==> src/decode_pkg.sv <==
`default_nettype none

package decode_pkg;

    localparam int ilen       = 32;
    localparam int reg_addr_w = 5;
    localparam int uop_w      = 6;

    //////////////////////////////
    // base opcodes
    localparam logic [6:0] opc_op       = 7'b01_100_11;
    localparam logic [6:0] opc_op_imm   = 7'b00_100_11;
    localparam logic [6:0] opc_auipc    = 7'b00_101_11;
    localparam logic [6:0] opc_jal      = 7'b11_011_11;
    localparam logic [6:0] opc_jalr     = 7'b11_001_11;
    localparam logic [6:0] opc_branch   = 7'b11_000_11;
    localparam logic [6:0] opc_lui      = 7'b01_101_11;
    localparam logic [6:0] opc_load     = 7'b00_000_11;
    localparam logic [6:0] opc_store    = 7'b01_000_11;
    localparam logic [6:0] opc_misc_mem = 7'b00_011_11;
    localparam logic [6:0] opc_system   = 7'b11_100_11;

    // funct7 variants seen under the op opcode
    localparam logic [6:0] funct7_base   = 7'b0000000;
    localparam logic [6:0] funct7_alt    = 7'b0100000;
    localparam logic [6:0] funct7_muldiv = 7'b0000001;

    //////////////////////////////
    // one instruction word, six views
    typedef union packed {
        struct packed {
            logic [6:0]            funct7;
            logic [reg_addr_w-1:0] rs2;
            logic [reg_addr_w-1:0] rs1;
            logic [2:0]            funct3;
            logic [reg_addr_w-1:0] rd;
            logic [6:0]            opcode;
        } r;
        struct packed {
            logic [11:0]           imm12;
            logic [reg_addr_w-1:0] rs1;
            logic [2:0]            funct3;
            logic [reg_addr_w-1:0] rd;
            logic [6:0]            opcode;
        } i;
        struct packed {
            logic [6:0]            imm7;
            logic [reg_addr_w-1:0] rs2;
            logic [reg_addr_w-1:0] rs1;
            logic [2:0]            funct3;
            logic [4:0]            imm5;
            logic [6:0]            opcode;
        } s;
        // branch offset kept in the store layout, bit 0 implied
        struct packed {
            logic [6:0]            imm7;
            logic [reg_addr_w-1:0] rs2;
            logic [reg_addr_w-1:0] rs1;
            logic [2:0]            funct3;
            logic [4:0]            imm5;
            logic [6:0]            opcode;
        } b;
        struct packed {
            logic [19:0]           imm20;
            logic [reg_addr_w-1:0] rd;
            logic [6:0]            opcode;
        } u;
        struct packed {
            logic [19:0]           imm20;
            logic [reg_addr_w-1:0] rd;
            logic [6:0]            opcode;
        } j;
    } instr_t;

    //////////////////////////////
    // decode result codes
    typedef enum logic [3:0] {
        cls_op_r, cls_op_mul, cls_op_div, cls_op_imm, cls_auipc, cls_jal, cls_jalr,
        cls_branch, cls_lui, cls_load, cls_store, cls_misc_mem, cls_system, cls_illegal
    } op_class_t;

    typedef enum logic [2:0] {
        fmt_r = 3'd0,
        fmt_i = 3'd1,
        fmt_s = 3'd2,
        fmt_b = 3'd3,
        fmt_u = 3'd4,
        fmt_j = 3'd5
    } fmt_t;

    typedef enum logic [2:0] {
        xpipe = 3'd0,
        dpipe = 3'd1,
        lpipe = 3'd2,
        cpipe = 3'd3
    } pipe_t;

endpackage

`default_nettype wire

==> src/instr_latch.sv <==
`default_nettype none

module instr_latch #(
    parameter int xlen = 32
) (
    input  wire                          clk,
    input  wire                          rst_n,
    input  wire                          stall,
    input  wire                          clear,
    input  wire  [decode_pkg::ilen-1:0]  instr,
    input  wire  [xlen-1:0]              pc,
    output decode_pkg::instr_t           held,
    output logic [xlen-1:0]              held_pc,
    output logic                         valid
);

    // fetch to decode register
    // clear wins over stall, a flushed slot reads as a zero word
    always_ff @(posedge clk) begin
        if (!rst_n || clear) begin
            held    <= '0;
            held_pc <= '0;
            valid   <= 1'b0;
        end else if (!stall) begin
            held    <= instr;
            held_pc <= pc;
            valid   <= 1'b1;
        end
    end

endmodule

`default_nettype wire

==> src/op_classify.sv <==
`default_nettype none

module op_classify (
    input  wire decode_pkg::instr_t   held,
    output decode_pkg::op_class_t     op_class,
    output decode_pkg::fmt_t          fmt,
    output decode_pkg::pipe_t         pipe
);

    //////////////////////////////
    // opcode class
    always_comb begin
        case (held.r.opcode)
            decode_pkg::opc_op: begin
                if (held.r.funct7 == decode_pkg::funct7_base ||
                    held.r.funct7 == decode_pkg::funct7_alt) begin
                    op_class = decode_pkg::cls_op_r;
                end else if (held.r.funct7 == decode_pkg::funct7_muldiv) begin
                    // funct3 4..7 are the divide/remainder ops
                    op_class = (held.r.funct3 < 3'd4) ? decode_pkg::cls_op_mul
                                                      : decode_pkg::cls_op_div;
                end else begin
                    op_class = decode_pkg::cls_illegal;
                end
            end
            decode_pkg::opc_op_imm:   op_class = decode_pkg::cls_op_imm;
            decode_pkg::opc_auipc:    op_class = decode_pkg::cls_auipc;
            decode_pkg::opc_jal:      op_class = decode_pkg::cls_jal;
            decode_pkg::opc_jalr:     op_class = decode_pkg::cls_jalr;
            decode_pkg::opc_branch:   op_class = decode_pkg::cls_branch;
            decode_pkg::opc_lui:      op_class = decode_pkg::cls_lui;
            decode_pkg::opc_load:     op_class = decode_pkg::cls_load;
            decode_pkg::opc_store:    op_class = decode_pkg::cls_store;
            decode_pkg::opc_misc_mem: op_class = decode_pkg::cls_misc_mem;
            decode_pkg::opc_system:   op_class = decode_pkg::cls_system;
            default:                  op_class = decode_pkg::cls_illegal;
        endcase
    end

    //////////////////////////////
    // encoding format and issue pipe, both from the class
    always_comb begin
        case (op_class)
            decode_pkg::cls_op_imm, decode_pkg::cls_jalr, decode_pkg::cls_lui,
            decode_pkg::cls_load, decode_pkg::cls_misc_mem,
            decode_pkg::cls_system: fmt = decode_pkg::fmt_i;
            decode_pkg::cls_store:  fmt = decode_pkg::fmt_s;
            decode_pkg::cls_branch: fmt = decode_pkg::fmt_b;
            decode_pkg::cls_auipc:  fmt = decode_pkg::fmt_u;
            decode_pkg::cls_jal:    fmt = decode_pkg::fmt_j;
            // op classes and illegal words
            default:                fmt = decode_pkg::fmt_r;
        endcase
    end

    always_comb begin
        case (op_class)
            decode_pkg::cls_op_div: pipe = decode_pkg::dpipe;
            decode_pkg::cls_lui, decode_pkg::cls_load, decode_pkg::cls_store,
            decode_pkg::cls_misc_mem: pipe = decode_pkg::lpipe;
            decode_pkg::cls_system: pipe = decode_pkg::cpipe;
            default:                pipe = decode_pkg::xpipe;
        endcase
    end

endmodule

`default_nettype wire

==> src/uop_encode.sv <==
`default_nettype none

module uop_encode (
    input  wire decode_pkg::instr_t      held,
    input  wire decode_pkg::op_class_t   op_class,
    input  wire decode_pkg::pipe_t       pipe,
    output logic [decode_pkg::uop_w-1:0] uop
);

    logic [2:0] grp;
    logic [2:0] idx;
    logic [2:0] funct3;
    logic       alt_shift;

    assign funct3 = held.r.funct3;

    // srai: funct3 5 with the alt pattern in the upper immediate bits
    assign alt_shift = (held.i.funct3 == 3'd5) &&
                       (held.i.imm12[11:5] == decode_pkg::funct7_alt);

    // uop is a 3-bit group over a 3-bit index, group meaning depends on pipe
    always_comb begin
        grp = 3'd7;
        idx = 3'd7;
        case (pipe)
            decode_pkg::xpipe: begin
                case (op_class)
                    decode_pkg::cls_op_r: begin
                        if (held.r.funct7 == decode_pkg::funct7_base) begin
                            grp = 3'd0;
                            idx = funct3;
                        end else begin
                            // sub or sra
                            grp = 3'd1;
                            idx = (funct3 == 3'd0) ? 3'd4 : 3'd5;
                        end
                    end
                    decode_pkg::cls_op_mul: begin
                        grp = 3'd1;
                        idx = funct3;
                    end
                    decode_pkg::cls_op_imm: begin
                        grp = alt_shift ? 3'd3 : 3'd2;
                        idx = alt_shift ? 3'd2 : funct3;
                    end
                    decode_pkg::cls_branch: begin
                        grp = 3'd3;
                        idx = funct3;
                    end
                    decode_pkg::cls_auipc: begin
                        grp = 3'd4;
                        idx = 3'd0;
                    end
                    decode_pkg::cls_jal: begin
                        grp = 3'd4;
                        idx = 3'd1;
                    end
                    decode_pkg::cls_jalr: begin
                        grp = 3'd4;
                        idx = 3'd2;
                    end
                    default: begin
                        grp = 3'd7;
                        idx = 3'd7;
                    end
                endcase
            end
            decode_pkg::dpipe: begin
                grp = 3'd0;
                idx = funct3;
            end
            decode_pkg::lpipe: begin
                case (op_class)
                    decode_pkg::cls_load: begin
                        grp = 3'd0;
                        idx = funct3;
                    end
                    decode_pkg::cls_lui: begin
                        grp = 3'd0;
                        idx = 3'd3;
                    end
                    decode_pkg::cls_store: begin
                        grp = 3'd1;
                        idx = funct3;
                    end
                    decode_pkg::cls_misc_mem: begin
                        grp = 3'd2;
                        idx = funct3;
                    end
                    default: begin
                        grp = 3'd7;
                        idx = 3'd7;
                    end
                endcase
            end
            decode_pkg::cpipe: begin
                if (funct3 == 3'd0) begin
                    // ecall vs ebreak
                    grp = 3'd0;
                    idx = (held.i.imm12 == 12'd1) ? 3'd1 : 3'd0;
                end else begin
                    grp = 3'd1;
                    idx = funct3;
                end
            end
            default: begin
                grp = 3'd7;
                idx = 3'd7;
            end
        endcase
    end

    assign uop = {grp, idx};

endmodule

`default_nettype wire

==> src/operand_select.sv <==
`default_nettype none

module operand_select #(
    parameter int xlen = 32
) (
    input  wire decode_pkg::instr_t           held,
    input  wire decode_pkg::op_class_t        op_class,
    input  wire decode_pkg::fmt_t             fmt,
    output logic [decode_pkg::reg_addr_w-1:0] rd_addr,
    output logic [decode_pkg::reg_addr_w-1:0] rs_addr,
    output logic [decode_pkg::reg_addr_w-1:0] rt_addr,
    output logic                              req_rs,
    output logic                              req_rt,
    output logic [xlen-1:0]                   imm,
    output logic [xlen-1:0]                   base
);

    logic        sys;
    logic        sys_rs;
    logic        sys_no_rs;
    logic        rd_used;
    logic        rs_used;
    logic        rt_used;
    logic [19:0] imm_raw;

    // csrrw/csrrs/csrrc read rs1, the others carry a zimm there
    assign sys       = (op_class == decode_pkg::cls_system);
    assign sys_rs    = sys && (held.i.funct3 >= 3'd1) && (held.i.funct3 <= 3'd3);
    assign sys_no_rs = sys && !sys_rs;

    //////////////////////////////
    // register usage per format
    assign rd_used = (fmt == decode_pkg::fmt_r) || (fmt == decode_pkg::fmt_i) ||
                     (fmt == decode_pkg::fmt_u) || (fmt == decode_pkg::fmt_j);
    assign rs_used = (fmt == decode_pkg::fmt_r) || (fmt == decode_pkg::fmt_s) ||
                     (fmt == decode_pkg::fmt_b) ||
                     ((fmt == decode_pkg::fmt_i) && !sys_no_rs);
    assign rt_used = (fmt == decode_pkg::fmt_r) || (fmt == decode_pkg::fmt_s) ||
                     (fmt == decode_pkg::fmt_b);

    assign rd_addr = rd_used ? held.r.rd  : '0;
    assign rs_addr = rs_used ? held.r.rs1 : '0;
    assign rt_addr = rt_used ? held.r.rs2 : '0;
    assign req_rs  = rs_used;
    assign req_rt  = rt_used;

    //////////////////////////////
    // raw immediate field, zero-extended to xlen
    always_comb begin
        case (fmt)
            decode_pkg::fmt_i: begin
                if (sys_no_rs) begin
                    imm_raw = {3'b000, held.i.imm12, held.i.rs1};
                end else begin
                    imm_raw = {8'h00, held.i.imm12};
                end
            end
            decode_pkg::fmt_s: imm_raw = {8'h00, held.s.imm7, held.s.imm5};
            decode_pkg::fmt_b: imm_raw = {7'h00, held.b.imm7, held.b.imm5, 1'b0};
            decode_pkg::fmt_u: imm_raw = held.u.imm20;
            decode_pkg::fmt_j: imm_raw = held.j.imm20;
            default:           imm_raw = '0;
        endcase
    end

    assign imm = xlen'(imm_raw);

    // memory base offset, low 12 bits hold the load or store offset
    always_comb begin
        case (op_class)
            decode_pkg::cls_load,
            decode_pkg::cls_store: base = xlen'($signed(imm_raw[11:0]));
            decode_pkg::cls_lui:   base = xlen'({held.u.imm20, 12'h000});
            default:               base = '0;
        endcase
    end

endmodule

`default_nettype wire

==> src/decode_stage.sv <==
`default_nettype none

module decode_stage #(
    parameter int xlen = 32
) (
    input  wire                               clk,
    input  wire                               rst_n,
    input  wire  [decode_pkg::ilen-1:0]       instr,
    input  wire  [xlen-1:0]                   pc,
    input  wire                               stall,
    input  wire                               clear,
    output logic                              valid,
    output logic [xlen-1:0]                   pc_out,
    output decode_pkg::pipe_t                 uop_pipe,
    output logic [decode_pkg::uop_w-1:0]      uop,
    output logic [decode_pkg::reg_addr_w-1:0] rd_addr,
    output logic [decode_pkg::reg_addr_w-1:0] rs_addr,
    output logic [decode_pkg::reg_addr_w-1:0] rt_addr,
    output logic                              req_rs,
    output logic                              req_rt,
    output logic [xlen-1:0]                   imm,
    output logic [xlen-1:0]                   base
);

    decode_pkg::instr_t    held;
    decode_pkg::op_class_t op_class;
    decode_pkg::fmt_t      fmt;

    //////////////////////////////
    // register, then combinational decode off the held word
    instr_latch #(.xlen(xlen)) u_instr_latch (
        .clk     (clk),
        .rst_n   (rst_n),
        .stall   (stall),
        .clear   (clear),
        .instr   (instr),
        .pc      (pc),
        .held    (held),
        .held_pc (pc_out),
        .valid   (valid)
    );

    op_classify u_op_classify (
        .held     (held),
        .op_class (op_class),
        .fmt      (fmt),
        .pipe     (uop_pipe)
    );

    uop_encode u_uop_encode (
        .held     (held),
        .op_class (op_class),
        .pipe     (uop_pipe),
        .uop      (uop)
    );

    operand_select #(.xlen(xlen)) u_operand_select (
        .held     (held),
        .op_class (op_class),
        .fmt      (fmt),
        .rd_addr  (rd_addr),
        .rs_addr  (rs_addr),
        .rt_addr  (rt_addr),
        .req_rs   (req_rs),
        .req_rt   (req_rt),
        .imm      (imm),
        .base     (base)
    );

endmodule

`default_nettype wire

==> config.mk <==
export PLATFORM = sky130hd
export DESIGN_NAME = decode_stage
export DESIGN_NICKNAME = d
export VERILOG_FILES = /design/src/decode_pkg.sv /design/src/instr_latch.sv /design/src/op_classify.sv /design/src/uop_encode.sv /design/src/operand_select.sv /design/src/decode_stage.sv
export SDC_FILE = /design/constraint.sdc
export NUM_CORES = 1
export LEC_CHECK = 0
export BUFFER_PORTS_ARGS = -buffer_cell sky130_fd_sc_hd__buf_2
export CORE_UTILIZATION = 38
export DETAILED_ROUTE_END_ITERATION = 7
export PLACE_DENSITY = 0.8
export SETUP_SLACK_MARGIN = 0.05
export SLEW_MARGIN = 20
export SYNTH_ARGS = -nofsm -noshare
export SYNTH_HDL_FRONTEND = slang
export SYNTH_HIERARCHICAL = 1
export SYNTH_SLANG_ARGS = --single-unit
==> constraint.sdc <==
create_clock -name clk -period 2.9 [get_ports clk]
set_input_delay 0.435 -clock clk [delete_from_list [all_inputs] [get_ports clk]]
set_output_delay 0.435 -clock clk [all_outputs]
set_load 0.05 [all_outputs]
==> metrics.cfg <==
[drt]
drc = 0
routed-via-count = 5541
postRouteAntennaNets = 0
initialDrtViolationCount = 607
wl_per_cell_microns = 22.2
detail_route.vias_per_cell = 5.96
totalWireLength_microns = 20700
detailedRoute.firstPassIterationCount = 5

[power]
p_leak_nw = 3.66
power_frac_clock_pct = 42.7
part_of_the_total_power_dissipated_in_sequential_elements_pct = 38.4
switching_portion_of_total_power_pct = 28.9
p_per_area_mw_per_mm2 = 306
switchingPower_uw = 722
cellInternalPower_mw = 1.77
share_of_total_power_in_combinational_logic_pct = 18.9
irDropWorstVdd_v = 0.000472

[clock_tree]
cts-hold-fix-buffers = 0
cts_tree = done
clock_insertion_delay_worst_skew_ps = 320
cts_buffers = 9
cts.sink_count = 65
cts.root.buffer_cell = sky130_fd_sc_hd__clkbuf_16
cts-htree-levels = 3
clockBufferDepth = 2
worst_setup_hold_path_clk_slew_ps = 60

[placed_design]
io_buffer_count = 177
routabilityCongestion = 0.941
final_hpwl_from_detailed_placement_microns = 11000

[synth]
synthesis.yosys.warnings = 6
yosys.cell_count.top_type = sky130_fd_sc_hd__nor2_1
synth.area.top_cells = sky130_fd_sc_hd__dfxtp_1 (30%), sky130_fd_sc_hd__mux2i_1 (15%), sky130_fd_sc_hd__nor2_1 (6.8%)
async_flop_share_pct = 0
synthDominantCellAreaShare_pct = 30.0
post_synth_instance_area_sq_mm = 0.00434
cell_accounting_for_the_most_synthesized_area = sky130_fd_sc_hd__dfxtp_1
synth_ff_type = sky130_fd_sc_hd__dfxtp_1
synth.cells.most_frequent = sky130_fd_sc_hd__nor2_1 (79), sky130_fd_sc_hd__dfxtp_1 (65), sky130_fd_sc_hd__mux2i_1 (65)
synth-seq-area-share_pct = 30.0
synth-seq-cells = 65
syn_area_per_cell_sq_um = 8.29
synth-edff-count = 0
synthCells = 524
post_synth_num_cell_types = 75

[timing]
timing.final.crit_period_ps = 3960
period_share_pct = 137
total_count_of_hold_check_failures_in_the_final_report = 0
report.final.slew_viol_count = 0
fmaxAchievable_ghz = 0.252
unrepaired_setup_endpoints_after_global_routing = yes
setup_viol_count_final = 71
pin_slew_with_the_least_headroom_to_its_limit_ps = 871
worst_clock_skew_ps = 0
timing.final.ws_setup_ps = -1060
totalNegativeSetupSlack_ps = -55240
slew-limit-headroom_pct = 41.8

[global_route]
global_route.overflow_total = 0
grt_max_degree = 39
total_global_route_track_usage_pct = 31.0
grt_pass1_vias = 5533
grt_pass1_wl_microns = 28100
antenna_found_initial = 0

[setup_path]
endpoint_kind_of_the_worst_setup_timing_path = primary output
cp-start-kind = register
worst_r2r_path_depth = 2
setup.worst_path.class = reg2out
timing.critical_path.required_ps = 2470
cp_data_arrival_time_ps = 3530
crit_fanout = 7

[finish]
layout-area-overhead-vs-synth_pct = 87.8
layout.nets = 855
number_of_antenna_diodes = 0
final_core_util_pct = 74.3
final_layout_size_suffix_gt1_share_pct = 58.6
fillCellCount = 663

[die]
core_sq_mm = 0.0110
die_width_microns = 109
fp.dieArea_sq_mm = 0.0119
row_count = 38
initial_util_pct = 39.6
chipHeight_microns = 109
floorplan.io_pins = 191

[flow_run]
max_cap_viol_count = 0

[min_path]
holdPathStages = 3
hp-class = in2reg

[run_status]
run_status = finished, violations left
failing_checks = setup timing

==> timing repair <==
action,CTS,global route
resized for setup,246,72
pin swaps,42,35
gates cloned,3,2
setup endpoints to repair,71,71
setup buffers,21,10
==> power by group through the flow <==
| stage | Sequential, mW | Combinational (mW) | Clock (mW) |
|---|---|---|---|
| after detailed placement | 0.971 | 0.408 | 0 |
| after floorplan | 1.02 | 0.256 | 0 |
| final | 0.958 | 0.472 | 1.07 |
| after global placement | 0.969 | 0.398 | 0 |
| after global routing | 0.960 | 0.492 | 1.12 |
| after CTS | 0.953 | 0.435 | 1.07 |
==> cells in the final DEF (no fill, tap or decap), types with 3 or more instances in the layout <==
cell type                   count
sky130_fd_sc_hd__buf_2        106
sky130_fd_sc_hd__buf_4         78
sky130_fd_sc_hd__nor2_1        73
sky130_fd_sc_hd__mux2i_1       65
sky130_fd_sc_hd__dfxtp_1       57
sky130_fd_sc_hd__buf_8         52
sky130_fd_sc_hd__buf_6         44
sky130_fd_sc_hd__nand2_1       31
sky130_fd_sc_hd__nand2_8       19
sky130_fd_sc_hd__o211ai_1      16
sky130_fd_sc_hd__conb_1        13
sky130_fd_sc_hd__and2_4        13
sky130_fd_sc_hd__clkbuf_16     10
sky130_fd_sc_hd__nor2b_4       10
sky130_fd_sc_hd__buf_12         9
sky130_fd_sc_hd__mux2_2         9
sky130_fd_sc_hd__a22oi_2        9
sky130_fd_sc_hd__nor2b_1        7
sky130_fd_sc_hd__nand4_1        7
sky130_fd_sc_hd__nor2_4         6
sky130_fd_sc_hd__nand3_4        6
sky130_fd_sc_hd__inv_1          5
sky130_fd_sc_hd__a21oi_1        5
sky130_fd_sc_hd__dfxtp_2        5
sky130_fd_sc_hd__nand2_2        5
sky130_fd_sc_hd__a31oi_4        5
sky130_fd_sc_hd__or4_4          4
sky130_fd_sc_hd__nor4_1         4
sky130_fd_sc_hd__nor3_1         4
sky130_fd_sc_hd__a22o_4         4
sky130_fd_sc_hd__o21ai_0        4
sky130_fd_sc_hd__dfxtp_4        3
sky130_fd_sc_hd__nand2b_4       3
sky130_fd_sc_hd__o21ai_2        3
sky130_fd_sc_hd__nand2_4        3
sky130_fd_sc_hd__nand2b_1       3
sky130_fd_sc_hd__or3_1          3
==> logic make-up (layout without fill, tap and decap cells) <==
kind of cell | after synthesis | in the layout | share of synthesized area [%]
compound gates | 81 | 81 | 14.6
xor+xnor | 2 | 2 | 0.403
buf+inv | 58 | 313 | 8.70
flops | 65 | 65 | 30.0
mux | 75 | 75 | 17.6
other cells | 2 | 13 | 0.173
simple gates | 241 | 241 | 28.6
==> sequential cells by signal, indices dropped and copies added (netlist names) <==
register,flops
u_instr_latch/held_pc,32
u_instr_latch/valid,1
u_instr_latch/held,32
==> worst paths after layout <==
kind | start | to | slack (ps)
setup / recovery | u_instr_latch/held[28] | base[17] | -1060
hold / removal | pc[6] | u_instr_latch/held_pc[6] | 340
setup reg to reg | u_instr_latch/held[22] | u_instr_latch/held[22] | 1630
hold reg to reg | u_instr_latch/valid | u_instr_latch/valid | 450
==> metrics by stage <==
step	worst slack (ps)	instance area (sq um)	hold slack (ps)	instances	power, mW
after floorplan	-869	5070	477	535	1.28
after global placement	-450	6440	439	883	1.37
after detailed placement	-543	6440	442	883	1.38
after CTS	-711	7770	324	919	2.46
after global routing	-1110	8160	339	930	2.57
final	-1060	8160	339	930	2.50
==> worst max-delay path: stages (launching register included) <==
cell and delay, ps:
sky130_fd_sc_hd__dfxtp_2 320, sky130_fd_sc_hd__or4_4 580, sky130_fd_sc_hd__a2111oi_4 280, sky130_fd_sc_hd__o32ai_2 160, sky130_fd_sc_hd__buf_4 170, sky130_fd_sc_hd__a21o_4 200, sky130_fd_sc_hd__nand4bb_4 250, sky130_fd_sc_hd__o211ai_1 440
sky130_fd_sc_hd__a31o_4 360, sky130_fd_sc_hd__buf_12 230, sky130_fd_sc_hd__nand2_8 60, sky130_fd_sc_hd__buf_8 150
==> metal layers <==
metal / routed length [microns] / track usage (%)
met5: 0 / 0
met1: 7060 / 32.8
met2: 10100 / 53.3
met4: 1510 / 21.2
met3: 2010 / 8.55
==> final cells by class <==
class	instances	area (sq um)	share of cell area (%)
multi-input cells	412	3720	45.6
clock inverters	3	42.5	0.521
clock buffers	11	243	2.98
well taps	140	175	2.15
repair buffers	291	2630	32.2
inverters	8	37.5	0.460
flip-flops and latches	65	1320	16.2
Note: power is estimated with default switching activity, not from simulation.
